File: src/md5Pkg.sv
package md5Pkg;

  typedef logic [31:0]  word_t;
  typedef logic [127:0] digest_t;
  typedef logic [5:0]   stepIdx_t;

  localparam int NumSteps = 64;

  // chaining values before step 0
  localparam word_t InitA = 32'h67452301;
  localparam word_t InitB = 32'hefcdab89;
  localparam word_t InitC = 32'h98badcfe;
  localparam word_t InitD = 32'h10325476;

  //********************************************************************
  // per-step tables
  //********************************************************************

  localparam word_t StepK [NumSteps] = '{
    32'hd76aa478, 32'he8c7b756, 32'h242070db, 32'hc1bdceee,
    32'hf57c0faf, 32'h4787c62a, 32'ha8304613, 32'hfd469501,
    32'h698098d8, 32'h8b44f7af, 32'hffff5bb1, 32'h895cd7be,
    32'h6b901122, 32'hfd987193, 32'ha679438e, 32'h49b40821,
    32'hf61e2562, 32'hc040b340, 32'h265e5a51, 32'he9b6c7aa,
    32'hd62f105d, 32'h02441453, 32'hd8a1e681, 32'he7d3fbc8,
    32'h21e1cde6, 32'hc33707d6, 32'hf4d50d87, 32'h455a14ed,
    32'ha9e3e905, 32'hfcefa3f8, 32'h676f02d9, 32'h8d2a4c8a,
    32'hfffa3942, 32'h8771f681, 32'h6d9d6122, 32'hfde5380c,
    32'ha4beea44, 32'h4bdecfa9, 32'hf6bb4b60, 32'hbebfbc70,
    32'h289b7ec6, 32'heaa127fa, 32'hd4ef3085, 32'h04881d05,
    32'hd9d4d039, 32'he6db99e5, 32'h1fa27cf8, 32'hc4ac5665,
    32'hf4292244, 32'h432aff97, 32'hab9423a7, 32'hfc93a039,
    32'h655b59c3, 32'h8f0ccc92, 32'hffeff47d, 32'h85845dd1,
    32'h6fa87e4f, 32'hfe2ce6e0, 32'ha3014314, 32'h4e0811a1,
    32'hf7537e82, 32'hbd3af235, 32'h2ad7d2bb, 32'heb86d391
  };

  // each round cycles through four rotate amounts
  localparam logic [4:0] RotTable [16] = '{
    5'd7, 5'd12, 5'd17, 5'd22,
    5'd5, 5'd9,  5'd14, 5'd20,
    5'd4, 5'd11, 5'd16, 5'd23,
    5'd6, 5'd10, 5'd15, 5'd21
  };

  function automatic logic [1:0] roundOf(input stepIdx_t s);
    return s[5:4];
  endfunction

  function automatic word_t stepConstant(input stepIdx_t s);
    return StepK[s];
  endfunction

  function automatic logic [4:0] rotateAmount(input stepIdx_t s);
    return RotTable[{s[5:4], s[1:0]}];
  endfunction

  // message word used by a step with arithmetic mod 16
  function automatic logic [3:0] messageIndex(input stepIdx_t s);
    logic [3:0] low;
    low = s[3:0];
    case (roundOf(s))
      2'd0:    return low;
      2'd1:    return low * 4'd5 + 4'd1;
      2'd2:    return low * 4'd3 + 4'd5;
      default: return low * 4'd7;
    endcase
  endfunction

endpackage

File: src/candidateDecode.sv
`timescale 1ns/10ps

module candidateDecode (
  input  logic            CLK,
  input  logic            reset,
  input  md5Pkg::word_t   candidate,
  input  logic            candidateValid,
  input  md5Pkg::digest_t target,
  input  logic            targetLoad,
  output md5Pkg::word_t   msgWord,
  output md5Pkg::word_t   stateA,
  output md5Pkg::word_t   stateB,
  output md5Pkg::word_t   stateC,
  output md5Pkg::word_t   stateD,
  output logic            decValid,
  output md5Pkg::word_t   decCandidate,
  output md5Pkg::word_t   targetA,
  output md5Pkg::word_t   targetB,
  output md5Pkg::word_t   targetC,
  output md5Pkg::word_t   targetD
);
  import md5Pkg::*;

  function automatic word_t byteSwap(input word_t w);
    return {w[7:0], w[15:8], w[23:16], w[31:24]};
  endfunction

  // every item starts from the standard chaining values
  assign stateA = InitA;
  assign stateB = InitB;
  assign stateC = InitC;
  assign stateD = InitD;

  always_ff @(posedge CLK)
  begin
    decCandidate <= candidate;
    msgWord      <= byteSwap(candidate);
  end

  always_ff @(posedge CLK)
  begin
    if (reset)
      decValid <= 1'b0;
    else
      decValid <= candidateValid;
  end

  // target held as little-endian words, same order as the end state
  always_ff @(posedge CLK)
  begin
    if (reset)
    begin
      targetA <= '0;
      targetB <= '0;
      targetC <= '0;
      targetD <= '0;
    end
    else if (targetLoad)
    begin
      targetA <= byteSwap(target[127:96]);
      targetB <= byteSwap(target[95:64]);
      targetC <= byteSwap(target[63:32]);
      targetD <= byteSwap(target[31:0]);
    end
  end

endmodule

File: config.mk
export PLATFORM = sky130hd
export DESIGN_NAME = candidateDecode
export DESIGN_NICKNAME = d
export VERILOG_FILES = /design/src/md5Pkg.sv /design/src/candidateDecode.sv
export SDC_FILE = /design/constraint.sdc
export NUM_CORES = 1
export LEC_CHECK = 0
export BUFFER_PORTS_ARGS = -buffer_cell sky130_fd_sc_hd__buf_2
export CORE_AREA = 2 2 188 190
export DETAILED_ROUTE_END_ITERATION = 10
export DIE_AREA = 0 0 190 192
export PLACE_DENSITY = 0.47
export SYNTH_ARGS = -nofsm -noshare
export SYNTH_HDL_FRONTEND = slang
export SYNTH_SLANG_ARGS = --single-unit
File: constraint.sdc
create_clock -name CLK -period 1.7 [get_ports CLK]
set_input_delay 0.34 -clock CLK [delete_from_list [all_inputs] [get_ports CLK]]
set_output_delay 0.34 -clock CLK [all_outputs]
set_load 0.02 [all_outputs]
==> flow_metrics.env <==
export IMPL_status="finished clean"
export IMPL_slowest_delay_ns=0.38
export IMPL_first_pass_iters=4
export IMPL_clock_sinks=161
export IMPL_dp_cells=1371
export IMPL_r2r_cells=2
export IMPL_initial_core_util_pct=19.0
export IMPL_grt_total_usage_pct=8.47
export IMPL_cts_buffers=17
export IMPL_crit_path_start_kind="flip-flop"
export IMPL_p_leak_nw=4.78
export IMPL_synthFlopType="dfxtp_1"
export IMPL_drc=0
export IMPL_fin_skew_ns=0
export IMPL_drive_above_1_share_pct=40.9
export IMPL_grt_pass1_wl_um=23300
export IMPL_crit_slowest_cell="dfxtp_1"
export IMPL_hold_depth=2
export IMPL_hold_path_class="primary input to flip-flop"
export IMPL_place_area_um2=8000
export IMPL_cts_tree="yes"
export IMPL_synth_top_area_cell="dfxtp_1"
export IMPL_dp_hpwl_um=12200
export IMPL_num_rows=68
export IMPL_final_max_slew_viol_count=0
export IMPL_synth_common_cells="dfxtp_1, buf_4, mux2i_1, nor2_1, buf_12"
export IMPL_ant_nets=0
export IMPL_yosys_warnings=0
export IMPL_top_level_ports=485
export IMPL_path_clk_slew_ns=0.07
export IMPL_ctsResizeCount=0
export IMPL_dieWidth_um=190
export IMPL_nFillCells=3721
export IMPL_cp_depth=1
export IMPL_yosysMostFrequentCell="dfxtp_1"
export IMPL_rsz0062_at_grt="false"
export IMPL_drt_total_wl_um=16500
export IMPL_critPathCaptureType="output pin"
export IMPL_worstSetupPathType="flip-flop to output pin"
export IMPL_multi_input_area_um2=2250
export IMPL_final_area_um2=8890
export IMPL_antenna_found_initial=0
export IMPL_power_mw=9.39
export IMPL_ys_types=11
export IMPL_critPathBufInv=1
export IMPL_fin_nets=1131
export IMPL_wl_per_cell_um=11.5
export IMPL_grt_overflow=0
export IMPL_die_area_um2=36500
export IMPL_async_flop_share_pct=0
export IMPL_cp_arrival_ns=1.00
export IMPL_cpLargestDelayFamily="flip-flops"
export IMPL_cp_max_fo=2
export IMPL_clkLatencyLatePin_ns=0.43
export IMPL_ir_drop_uv=654
export IMPL_grt_max_degree=54
export IMPL_timing_fmax_mhz=744
export IMPL_vias_per_cell=3.28
export IMPL_syn_to_final_growth_pct=36.2
export IMPL_syn_inst=608
export IMPL_htree_levels=4
export IMPL_p_per_area_nw_per_um2=1060
export IMPL_postCtsSetupBuffers=0
export IMPL_fp_dieH_um=192
export IMPL_maxCapViolCount=0
export IMPL_ys_seq_elements=161
export IMPL_diodes=0
export IMPL_synth_top_area_share_pct=49.4
export IMPL_final_hold_viol_count=0
export IMPL_synth_area_top_cells="dfxtp_1, mux2i_1, buf_4, nor2_1, buf_12"
export IMPL_drt_iter0_drc=60
export IMPL_port_buffers=356
export IMPL_fin_crit_ns=1.34
export IMPL_seqCellArea_um2=3220
export IMPL_seq_area_frac_synth_pct=49.4
export IMPL_syn_avg_cell_area_um2=10.7
export IMPL_cts_root_buf="clkbuf_16"
export IMPL_cp_data_required_time_ns=1.36
export IMPL_cts_max_path_buffers=2
export IMPL_fin_crit_sh_pct=79.1
export IMPL_place_gp_congestion=0.706
export IMPL_cts_hold_buffers=32
export IMPL_vias=4708
export IMPL_synthesis_area_um2=6530
export IMPL_core_area_um2=34300
export IMPL_fin_setup_tns_ns=0
export IMPL_crit_chain="buf_2"
export IMPL_grt_pass1_vias=4355
export IMPL_setup_viol=0
export IMPL_instances_no_fill=1435
export IMPL_synth_edff_count=0
## logic make-up after synthesis
family,count (synthesis),synth area share [%]
and+or+nand+nor,129,7.46
DFF,161,49.4
other,2,0.115
buffers and inverters,188,23.4
muxes,128,19.6
## layout by cell type, fill, tap and decap left out
cell,n
clkbuf_8,1
bufinv_16,1
clkinv_4,2
clkinv_2,1
inv_6,5
nor2b_1,1
dlygate4sd3_1,32
buf_6,1
conb_1,128
nor2_1,128
buf_4,10
mux2i_1,128
dfxtp_1,161
clkbuf_16,17
buf_2,354
clkbuf_1,1
buf_12,5
clkinvlp_4,4
## sequential cells by signal, indices dropped and copies added, names as in the netlist
register      flops
targetC          32
decCandidate     31
targetA          32
targetD          32
targetB          32
msgWord           1
decValid          1
## final timing paths
| check | end | startpoint | slack, ns |
|---|---|---|---|
| max | msgWord[14] | decCandidate[22] | 0.36 |
| min | decValid | candidateValid | 0.12 |
| max reg2reg | targetD[0] | targetD[0] | 1.08 |
| min reg2reg | targetD[23] | targetD[23] | 0.49 |
## area by class of cell
| cell class | instances | area share (%) |
|---|---|---|
| flip-flops and latches | 161 | 36.3 |
| repair buffers | 402 | 25.6 |
| multi-input cells | 385 | 25.3 |
| well taps | 455 | 6.40 |
| clock buffers | 19 | 4.98 |
| clock inverters | 13 | 1.42 |
## where the power goes
part,total [mW],switching [mW],internal [mW]
Clock,3.76,1.68,2.08
Combinational,1.54,0.977,0.562
Sequential,4.10,0.105,3.99
Total,9.39,2.76,6.63
## per-layer routing
layer / up-vias / share of wire (%) / GRT usage [%]
met2: 231 / 47 / 13.1
met4: 0 / 1.1 / 3.58
met3: 8 / 10 / 4.06
li1: 2382 / - / -
met1: 2087 / 42 / 9.99
met5: - / 0 / 0
## metrics by stage
stage / utilization [%] / hold WS (ns) / setup WS, ns
3_5_place_dp: 23.3 / 0.444 / 0.347
4_1_cts: 25.9 / 0.0811 / 0.301
6_report: 25.9 / 0.124 / 0.356
2_1_floorplan: - / 0.368 / 0.731
5_1_grt: 25.9 / 0.0835 / 0.280
3_3_place_gp: 23.3 / 0.443 / 0.380
No activity file was read; power rests on OpenSTA's default activity.
