### src/md5Pkg.sv
package md5Pkg;

  typedef logic [31:0]  word_t;
  typedef logic [127:0] digest_t;
  typedef logic [5:0]   stepIdx_t;

  localparam int NumSteps = 64;

  // chaining values before step 0
  localparam word_t InitA = 32'h67452301;
  localparam word_t InitB = 32'hefcdab89;
  localparam word_t InitC = 32'h98badcfe;
  localparam word_t InitD = 32'h10325476;

  //********************************************************************
  // per-step tables
  //********************************************************************

  localparam word_t StepK [NumSteps] = '{
    32'hd76aa478, 32'he8c7b756, 32'h242070db, 32'hc1bdceee,
    32'hf57c0faf, 32'h4787c62a, 32'ha8304613, 32'hfd469501,
    32'h698098d8, 32'h8b44f7af, 32'hffff5bb1, 32'h895cd7be,
    32'h6b901122, 32'hfd987193, 32'ha679438e, 32'h49b40821,
    32'hf61e2562, 32'hc040b340, 32'h265e5a51, 32'he9b6c7aa,
    32'hd62f105d, 32'h02441453, 32'hd8a1e681, 32'he7d3fbc8,
    32'h21e1cde6, 32'hc33707d6, 32'hf4d50d87, 32'h455a14ed,
    32'ha9e3e905, 32'hfcefa3f8, 32'h676f02d9, 32'h8d2a4c8a,
    32'hfffa3942, 32'h8771f681, 32'h6d9d6122, 32'hfde5380c,
    32'ha4beea44, 32'h4bdecfa9, 32'hf6bb4b60, 32'hbebfbc70,
    32'h289b7ec6, 32'heaa127fa, 32'hd4ef3085, 32'h04881d05,
    32'hd9d4d039, 32'he6db99e5, 32'h1fa27cf8, 32'hc4ac5665,
    32'hf4292244, 32'h432aff97, 32'hab9423a7, 32'hfc93a039,
    32'h655b59c3, 32'h8f0ccc92, 32'hffeff47d, 32'h85845dd1,
    32'h6fa87e4f, 32'hfe2ce6e0, 32'ha3014314, 32'h4e0811a1,
    32'hf7537e82, 32'hbd3af235, 32'h2ad7d2bb, 32'heb86d391
  };

  // each round cycles through four rotate amounts
  localparam logic [4:0] RotTable [16] = '{
    5'd7, 5'd12, 5'd17, 5'd22,
    5'd5, 5'd9,  5'd14, 5'd20,
    5'd4, 5'd11, 5'd16, 5'd23,
    5'd6, 5'd10, 5'd15, 5'd21
  };

  function automatic logic [1:0] roundOf(input stepIdx_t s);
    return s[5:4];
  endfunction

  function automatic word_t stepConstant(input stepIdx_t s);
    return StepK[s];
  endfunction

  function automatic logic [4:0] rotateAmount(input stepIdx_t s);
    return RotTable[{s[5:4], s[1:0]}];
  endfunction

  // message word used by a step with arithmetic mod 16
  function automatic logic [3:0] messageIndex(input stepIdx_t s);
    logic [3:0] low;
    low = s[3:0];
    case (roundOf(s))
      2'd0:    return low;
      2'd1:    return low * 4'd5 + 4'd1;
      2'd2:    return low * 4'd3 + 4'd5;
      default: return low * 4'd7;
    endcase
  endfunction

endpackage

### src/digestCompare.sv
`timescale 1ns/10ps

module digestCompare (
  input  logic          CLK,
  input  logic          reset,
  input  md5Pkg::word_t endA,
  input  md5Pkg::word_t endB,
  input  md5Pkg::word_t endC,
  input  md5Pkg::word_t endD,
  input  logic          endValid,
  input  md5Pkg::word_t endCandidate,
  input  md5Pkg::word_t targetA,
  input  md5Pkg::word_t targetB,
  input  md5Pkg::word_t targetC,
  input  md5Pkg::word_t targetD,
  output logic          found,
  output md5Pkg::word_t matchCandidate
);
  import md5Pkg::*;

  word_t digA;
  word_t digB;
  word_t digC;
  word_t digD;
  logic  hit;

  // final chaining addition
  assign digA = endA + InitA;
  assign digB = endB + InitB;
  assign digC = endC + InitC;
  assign digD = endD + InitD;

  assign hit = endValid && (digA == targetA) && (digB == targetB) &&
               (digC == targetC) && (digD == targetD);

  always_ff @(posedge CLK)
  begin
    if (reset)
      found <= 1'b0;
    else
      found <= hit;
  end

  // candidate kept until the next match
  always_ff @(posedge CLK)
  begin
    if (hit && !reset)
      matchCandidate <= endCandidate;
  end

endmodule

### config.mk
export PLATFORM = sky130hd
export DESIGN_NAME = digestCompare
export DESIGN_NICKNAME = d
export VERILOG_FILES = /design/src/md5Pkg.sv /design/src/digestCompare.sv
export SDC_FILE = /design/constraint.sdc
export NUM_CORES = 1
export LEC_CHECK = 0
export BUFFER_PORTS_ARGS = -buffer_cell sky130_fd_sc_hd__buf_2
export CORE_MARGIN = 3
export CORE_UTILIZATION = 30
export CTS_BUF_LIST = sky130_fd_sc_hd__clkbuf_4 sky130_fd_sc_hd__clkbuf_8
export CTS_CLUSTER_DIAMETER = 40
export DETAILED_ROUTE_END_ITERATION = 7
export HOLD_SLACK_MARGIN = 0.02
export PLACE_DENSITY = 0.61
export SLEW_MARGIN = 5
export SYNTH_ARGS = -nofsm -noshare
export SYNTH_HDL_FRONTEND = slang
export SYNTH_SLANG_ARGS = --single-unit
### constraint.sdc
create_clock -name CLK -period 7.5 [get_ports CLK]
set_input_delay 1.125 -clock CLK [delete_from_list [all_inputs] [get_ports CLK]]
set_output_delay 1.125 -clock CLK [all_outputs]
set_load 0.05 [all_outputs]
==> metrics.txt, run 1 <==
largest family of logic cells by synthesized area compound AO/OA/AOI/OAI gates; endpoints failing setup 0; Worst setup SP type input pin; total wire length 31000 µm; Post-DP HPWL 27100 µm; mux contribution to synthesized area 0.00708; Yosys warnings 0; Hold EP matchCandidate[29]; final worst path period need 5.06 ns; Vias/cell 5.71; drt pass-1 iters 6; simple-gate share of the synthesized area 0.267; Final ANT Viol Nets 0; peak supply drop 0.107 mV; DR vias 7846; Switching Share 0.410; first-pass GRT wire length 44700 µm; crit-path max cell delay 0.68 ns; compound-cell area share of the yosys netlist 0.273; status finished, final reports clean; Max Root-Sink Buffers 2; Synth Area in XOR/XNOR 0.259; asr flop ratio synth 0; worst path bufs/invs 2; Initial DRC Count 872; Setup CP Type input pin to register; Post-CTS Resized 0; initial antenna violation count 0; Total Routing Usage GR 0.262; post-synthesis adder-cell area fraction 0.00809; WHS 1.03 ns; Hold Startpoint endCandidate[29]; count of input and output buffers 323; fin. max-slew vios 0; Synth Area per Inst 7.67 µm²; Nets 1404; Boundary Pins 324; combinational share of power 0.571; cts hold-fix bufs 0; required time worst endpoint 7.42 ns; gpl congestion 1.04; Synth Register Bits 33; clk slew on worst S/H paths 0.06 ns; leakage 3.23 nW; worst hold stages 1; DR WL/cell 22.6 µm; Synth cell types 77; CTS tree done; sinks on the clock net 33; die outline height 150 µm; setup repair bufs after CTS 0; dominant synthesized flop cell edfxtp_1; number of global-route vias before repair 7615; CP Data Arrival Time 4.98 ns; synthesized cell area 0.00619 mm²; Overall Power 0.000836 W; layout cells sized above 1 0.315; CP max stage cell nor3_1; sequential share of power 0.242; largest net degree at the start of global routing 33; Overflow after GRT 0; ant diodes 0; cells after synthesis 806; Area growth syn-to-layout 31.8%; Hold Path Class input pin to register; total CTS buffers 5; setup_tns 0 ns; internal power 0.000494 W; starting density of the core 0.312; die width 150 µm; Syn Nets 1101; Power Density 103 mW/mm²; Clk pwr share 0.187; Rel. slew slack 0.176; unrepaired setup endpoints after global routing no; Core ar. 0.0198 mm²; crit path cell chain buf_2, nor3_1, a21oi_1, o311a_1, or4_1, a32oi_1, nand4b_1, nor4_1, nand4_1, a2111oi_4, buf_4; htree depth 2; Final Hold Fails 0; Post-synth EDFFs 32; sw power 0.000343 W; crit-path max FO 32; Achievable Freq 198 MHz; Max Cap Viol 0; family with the most delay on the worst path simple AND/OR/NAND/NOR gates; Worst Max-Slew Pin Slew 1.23 ns; Setup crit end kind register; num rows 51; DRC 0; die area 0.0224 mm²; Clk Tree Root Cell clkbuf_8; Tcrit/Tclk final 0.674; post-synthesis sequential area ratio 0.159
==> final cells by class <==
type / count / area, µm²
clock buffer: 6 / 76.3
multi-input combinational: 731 / 5050
timing repair buffer: 325 / 1630
fill: 2131 / 11700
tap: 265 / 332
inverter: 13 / 48.8
clock inverter: 2 / 33.8
sequential: 33 / 981
==> through the flow <==
step           setup WS (ns)  std cells  instance area (µm²)   util
5_1_grt                 2.32       1375                 8150  0.411
2_1_floorplan           1.61        806                 6190      -
3_3_place_gp            2.34       1367                 8040  0.405
3_5_place_dp            2.27       1367                 8040  0.405
6_report                2.44       1375                 8150  0.411
4_1_cts                 2.54       1375                 8150  0.411
==> sequential cells by signal, indices dropped and copies added, names as in the netlist <==
register and count:
found 1, matchCandidate 32
==> power groups by stage <==
stage	combinational, W	sequential [W]	clock (W)
after detailed placement	0.000463	0.000206	0
after global placement	0.000465	0.000206	0
after floorplan	0.000248	0.000206	0
final	0.000478	0.000202	0.000157
after CTS	0.000466	0.000202	0.000162
after global routing	0.000508	0.000202	0.000172
==> cell usage after synthesis, drive strengths merged (14+ instances only) <==
cell    number  share of area
xnor2      123           0.17
xor2        60          0.085
a21oi       54          0.044
nand2       51          0.031
nor2        48          0.029
o21ai       45          0.036
nand3       34          0.028
edfxtp      32           0.16
clkbuf      28          0.017
nand4       24          0.024
nor4        22          0.024
nor3        21          0.017
nand2b      15          0.015
a21o        14          0.017
and3        14          0.014
==> how the worst max path moves through the flow <==
stage          startpoint            endpoint  slack, ns  cells after the start
3_3_place_gp      endC[1]  matchCandidate[21]       2.34                     11
5_1_grt           endC[1]  matchCandidate[19]       2.32                     11
2_1_floorplan    endB[15]   matchCandidate[0]       1.61                      9
4_1_cts           endC[1]  matchCandidate[19]       2.54                     11
6_report          endC[1]  matchCandidate[19]       2.44                     11
3_5_place_dp      endC[1]  matchCandidate[18]       2.27                     11
==> per-layer routing <==
layer	part of all wire	wire length, µm	GRT usage	vias to the layer above
met5	0	0	0	-
met4	0.024	741	0.0609	0
met3	0.11	3510	0.0536	37
met2	0.46	14200	0.440	500
met1	0.41	12600	0.346	3614
li1	-	-	-	3695
==> cells in the final DEF (no fill, tap or decap), drive strengths merged, types with 10 or more instances in the layout <==
master   instances
xor2            60
or3             12
edfxtp          32
buf            325
and3            14
nor3            21
nand4           24
nor2            48
a31oi           13
a21o            14
o2111ai         12
o21ai           45
nand2           51
and2            10
a21oi           54
inv             13
nand3           34
nor4            22
o211ai          12
a211oi          13
xnor2          123
nand2b          15
==> logic make-up (layout without fill, tap and decap cells) <==
logic type	count (synthesis)	count (layout)
simple gates	298	298
compound gates	242	242
xor+xnor	183	183
buf+inv	42	346
flops	33	33
fa+ha+maj	4	4
mux	4	4
Power figures use the tool's default switching activity.
==> run 2: changes to the inputs <==
clock period = 4.7 ns   (was 7.5 ns; I/O delays follow)
==> run 2 against run 1 <==
  * Sequential share of layout area decreased by 0.061 points
  * Non-clock buffer count increased by 7
  * Total power increased by 54%
  * Flip-flop and latch count unchanged
  * Largest power group unchanged
  * Count of clock-buffer cells in the layout unchanged
  * Global-route usage decreased by 0.24 points
  * Via count increased by 2.2%
  * Cell count increased by 0.51%
  * Core utilization increased by 0.21 points
==> metrics.txt, run 2 (synthesis results as in run 1) <==
status finished, final reports clean (unchanged); Overflow after GRT 0 (unchanged); Clk pwr share 0.157 (was 0.187); sw power 0.000550 W (was 0.000343 W); Max Root-Sink Buffers 2 (unchanged); fin. max-slew vios 0 (unchanged); layout cells sized above 1 0.321 (was 0.315); Setup crit end kind register (unchanged); most common cell after layout, fill and taps aside buf_2 (unchanged); num rows 51 (unchanged); endpoints failing setup 0 (unchanged); Hold Path Class input pin to register (unchanged); crit-path max FO 32 (unchanged); Initial DRC Count 1106 (was 872); Worst setup SP type input pin (unchanged); Nets 1411 (was 1404); required time worst endpoint 4.68 ns (was 7.42 ns); DRC 0 (unchanged); total wire length 30900 µm (was 31000 µm); htree depth 2 (unchanged); first-pass GRT wire length 44800 µm (was 44700 µm); final worst slack 0.399 ns (was 2.44 ns); sinks on the clock net 33 (unchanged); Power Density 157 mW/mm² (was 103 mW/mm²); total CTS buffers 5 (unchanged); leakage 3.26 nW (was 3.23 nW); Final ANT Viol Nets 0 (unchanged); count of input and output buffers 323 (unchanged); clk slew on worst S/H paths 0.07 ns (was 0.06 ns); Total Routing Usage GR 0.260 (was 0.262); peak supply drop 0.120 mV (was 0.107 mV); commonest non-fill, non-tap cells in the layout buf_2, xnor2_1, xor2_1 (unchanged); Boundary Pins 324 (unchanged); top flop regs matchCandidate x32, found x1 (unchanged); Post-CTS Resized 0 (unchanged); DR vias 8021 (was 7846); max reg flops 32 (unchanged); cts hold-fix bufs 0 (unchanged); Worst Max-Slew Pin Slew 1.30 ns (was 1.23 ns); initial antenna violation count 0 (unchanged); Achievable Freq 233 MHz; combinational share of power 0.593 (was 0.571); Core ar. 0.0198 mm² (unchanged); ant diodes 0 (unchanged); sequential share of power 0.250 (was 0.242); Area growth syn-to-layout 32.5% (was 31.8%); Rel. slew slack 0.126 (was 0.176); Max Cap Viol 0 (unchanged); WHS 0.594 ns (was 1.03 ns); CP Data Arrival Time 4.28 ns (was 4.98 ns); Switching Share 0.428 (was 0.410); DP Worst Slack 0.268 ns (was 2.27 ns); die width 150 µm (unchanged); Overall Power 0.00129 W (was 0.000836 W); largest register by flop count matchCandidate (unchanged); Setup CP Type input pin to register (unchanged); internal power 0.000737 W (was 0.000494 W); DR WL/cell 22.3 µm (was 22.6 µm); drt pass-1 iters 5 (was 6); Post-DP HPWL 26900 µm (was 27100 µm); die area 0.0224 mm² (unchanged); final worst path period need 4.30 ns; CTS tree done (unchanged); Tcrit/Tclk final 0.915; number of global-route vias before repair 7627 (was 7615); largest net degree at the start of global routing 33 (unchanged); Vias/cell 5.80 (was 5.71); die outline height 150 µm (unchanged); Clk Tree Root Cell clkbuf_8 (unchanged); Final Hold Fails 0 (unchanged); setup_tns 0 ns (unchanged); unrepaired setup endpoints after global routing no (unchanged); starting density of the core 0.312 (unchanged); gpl congestion 1.02 (was 1.04); setup repair bufs after CTS 0 (unchanged)
==> run 2: worst paths after layout <==
path       startpoint  cells after the start  slack, ns           endpoint
max          endD[18]                     10       0.40  matchCandidate[7]
min   endCandidate[9]                      1       0.59  matchCandidate[9]
==> run 2: layout make-up <==
cell class	instances	area, µm²
inverters	13	48.8
fillers	2151	11600
repair buffers	332	1700
well taps	265	332
flip-flops and latches	33	981
clock buffers	6	76.3
multi-input cells	731	5050
clock inverters	2	10.0
==> run 2: worst max-delay path, cell delays in order <==
cell and delay (ns):
buf_2 0.13, a311oi_1 1.08, o2bb2ai_1 0.10, or4_1 0.55, nor4_1 0.30, nand4_1 0.13, nor4_1 0.39, nand4_1 0.28
a2111oi_4 0.34, buf_12 0.25
==> run 2: per-layer routing <==
layer	GRT usage	vias up	share of wire
met5	0	-	0
met4	0.0641	0	0.027
met3	0.0545	62	0.12
met2	0.426	573	0.45
met1	0.350	3675	0.40
li1	-	3711	-
==> run 2: power by group through the flow <==
stage	clock, W	combinational, W	sequential [W]
after floorplan	0	0.000396	0.000329
final	0.000202	0.000763	0.000322
after detailed placement	0	0.000741	0.000329
after global routing	0.000225	0.000812	0.000322
after CTS	0.000210	0.000745	0.000322
after global placement	0	0.000744	0.000329
==> run 2: stage by stage <==
step,cell area (µm²),utilization,cells
after floorplan,6200,-,806
after global placement,8110,0.409,1374
after detailed placement,8110,0.409,1374
after CTS,8200,0.413,1382
after global routing,8200,0.413,1382
final,8200,0.413,1382
==> run 3: changes to the inputs <==
REMOVE_ABC_BUFFERS = 1   (was unset)
==> run 3 against run 2 <==
  * Hold slack gained 0.010 ns
  * Non-clock buffer count grew 4
  * Cell area grew 0.37%
  * Critical path type unchanged
  * Wire length grew 0.95%
  * Core utilization grew 0.15 points
  * Cell count grew 0.29%
  * Critical endpoint is now matchCandidate[27]
  * Largest power group unchanged
  * Count of clock-buffer cells in the layout shrank 1
  * Highest routed layer unchanged
==> metrics.txt, run 3 (synthesis results as in run 1) <==
status finished, final reports clean (unchanged); count of input and output buffers 323 (unchanged); top flop regs matchCandidate x32, found x1 (unchanged); ant diodes 0 (unchanged); most common cell after layout, fill and taps aside buf_2 (unchanged); WHS 0.604 ns (was 0.594 ns); Setup CP Type input pin to register (unchanged); Core ar. 0.0198 mm² (unchanged); final worst path period need 4.18 ns (was 4.30 ns); CP Data Arrival Time 4.14 ns (was 4.28 ns); Max Root-Sink Buffers 2 (unchanged); DR vias 7945 (was 8021); Post-CTS Resized 0 (unchanged); largest net degree at the start of global routing 33 (unchanged); Achievable Freq 239 MHz (was 233 MHz); total CTS buffers 5 (unchanged); Setup crit end kind register (unchanged); M1 WL 13200 µm (was 12300 µm); num rows 51 (unchanged); crit path from endB[0] (was endD[18]); Power Density 156 mW/mm² (was 157 mW/mm²); sinks on the clock net 33 (unchanged); first-pass GRT wire length 45300 µm (was 44800 µm); Final Hold Fails 0 (unchanged); htree depth 2 (unchanged); starting density of the core 0.312 (unchanged); CTS tree done (unchanged); WL met3 3160 µm (was 3840 µm); total wire length 31200 µm (was 30900 µm); cts hold-fix bufs 0 (unchanged); required time worst endpoint 4.67 ns (was 4.68 ns); largest register by flop count matchCandidate (unchanged); Overflow after GRT 0 (unchanged); max reg flops 32 (unchanged); Initial DRC Count 902 (was 1106); Clk Tree Root Cell clkbuf_8 (unchanged); peak supply drop 0.0999 mV (was 0.120 mV); final worst slack 0.524 ns (was 0.399 ns); Vias/cell 5.73 (was 5.80); die outline height 150 µm (unchanged); Worst Max-Slew Pin Slew 1.07 ns (was 1.30 ns); number of global-route vias before repair 7666 (was 7627); sequential share of power 0.251 (was 0.250); Final ANT Viol Nets 0 (unchanged); Nets 1415 (was 1411); setup repair bufs after CTS 0 (unchanged); Boundary Pins 324 (unchanged); internal power 0.000731 W (was 0.000737 W); Switching Share 0.430 (was 0.428); sw power 0.000551 W (was 0.000550 W); Tcrit/Tclk final 0.888 (was 0.915); leakage 3.28 nW (was 3.26 nW); die area 0.0224 mm² (unchanged); Top Metal Used met4 (unchanged); gpl congestion 0.987 (was 1.02); combinational share of power 0.597 (was 0.593); unrepaired setup endpoints after global routing no (unchanged); DP Worst Slack 0.317 ns (was 0.268 ns); Post-DP HPWL 27200 µm (was 26900 µm); Total Routing Usage GR 0.264 (was 0.260); met2 WL 14200 µm (was 13900 µm); Clk pwr share 0.152 (was 0.157); Hold Path Class input pin to register (unchanged); Worst setup SP type input pin (unchanged); fin. max-slew vios 0 (unchanged); worst hold stages 1 (unchanged); initial antenna violation count 0 (unchanged); Finished Core Util 0.414 (was 0.413); endpoints failing setup 0 (unchanged); Rel. slew slack 0.280 (was 0.126); clk slew on worst S/H paths 0.07 ns (about the same); DRC 0 (unchanged); Area growth syn-to-layout 33.0% (was 32.5%); crit path capture matchCandidate[27] (was matchCandidate[7]); crit-path max FO 32 (unchanged); die width 150 µm (unchanged); setup_tns 0 ns (unchanged); commonest non-fill, non-tap cells in the layout buf_2, xnor2_1, xor2_1 (unchanged); drt pass-1 iters 8 (was 5); Max Cap Viol 0 (unchanged); DR WL/cell 22.5 µm (was 22.3 µm); layout cells sized above 1 0.323 (was 0.321)
[run 3: how the worst min path moves through the flow]
| stage | start | slack (ns) | endpoint |
|---|---|---|---|
| after floorplan | endCandidate[0] | 0.80 | matchCandidate[0] |
| after global placement | endCandidate[26] | 0.88 | matchCandidate[26] |
| after detailed placement | endCandidate[3] | 0.88 | matchCandidate[3] |
| after CTS | endCandidate[3] | 0.59 | matchCandidate[3] |
| after global routing | endCandidate[13] | 0.58 | matchCandidate[13] |
| final | endCandidate[3] | 0.60 | matchCandidate[3] |
[run 3: area by class of cell]
cell class	count	area (µm²)
clock buffers	5	68.8
fillers	2119	11600
repair buffers	336	1730
well taps	265	332
clock inverters	3	17.5
inverters	13	48.8
multi-input cells	731	5050
flip-flops and latches	33	981
[run 3: stage by stage]
step	instance area [µm²]	total power (W)	std cells
CTS	8230	0.00127	1386
floorplan	6070	0.000702	777
detailed placement	8140	0.00107	1378
global placement	8140	0.00108	1378
finish	8230	0.00128	1386
global route	8230	0.00136	1386
[run 3: power groups by stage]
stage / Combinational (W) / Clock (W) / Sequential (W)
6_report: 0.000765 / 0.000195 / 0.000322
5_1_grt: 0.000817 / 0.000220 / 0.000322
4_1_cts: 0.000750 / 0.000203 / 0.000322
3_5_place_dp: 0.000745 / 0 / 0.000329
3_3_place_gp: 0.000751 / 0 / 0.000329
2_1_floorplan: 0.000374 / 0 / 0.000329
[run 3: metal layers]
metal	global-route usage	vias to the layer above
li1	-	3724
met1	0.361	3661
met2	0.438	516
met3	0.0445	44
met4	0.0545	0
met5	0	-
[run 3: worst max-delay path: stages]
cell       delay, ns
buf_2           0.14
ha_1            0.24
a21o_1          0.24
a211oi_1        0.88
a21oi_1         0.21
o21ai_1         0.32
xnor2_1         0.13
nor4_1          0.37
nand4_1         0.25
a2111oi_4       0.42
buf_12          0.24
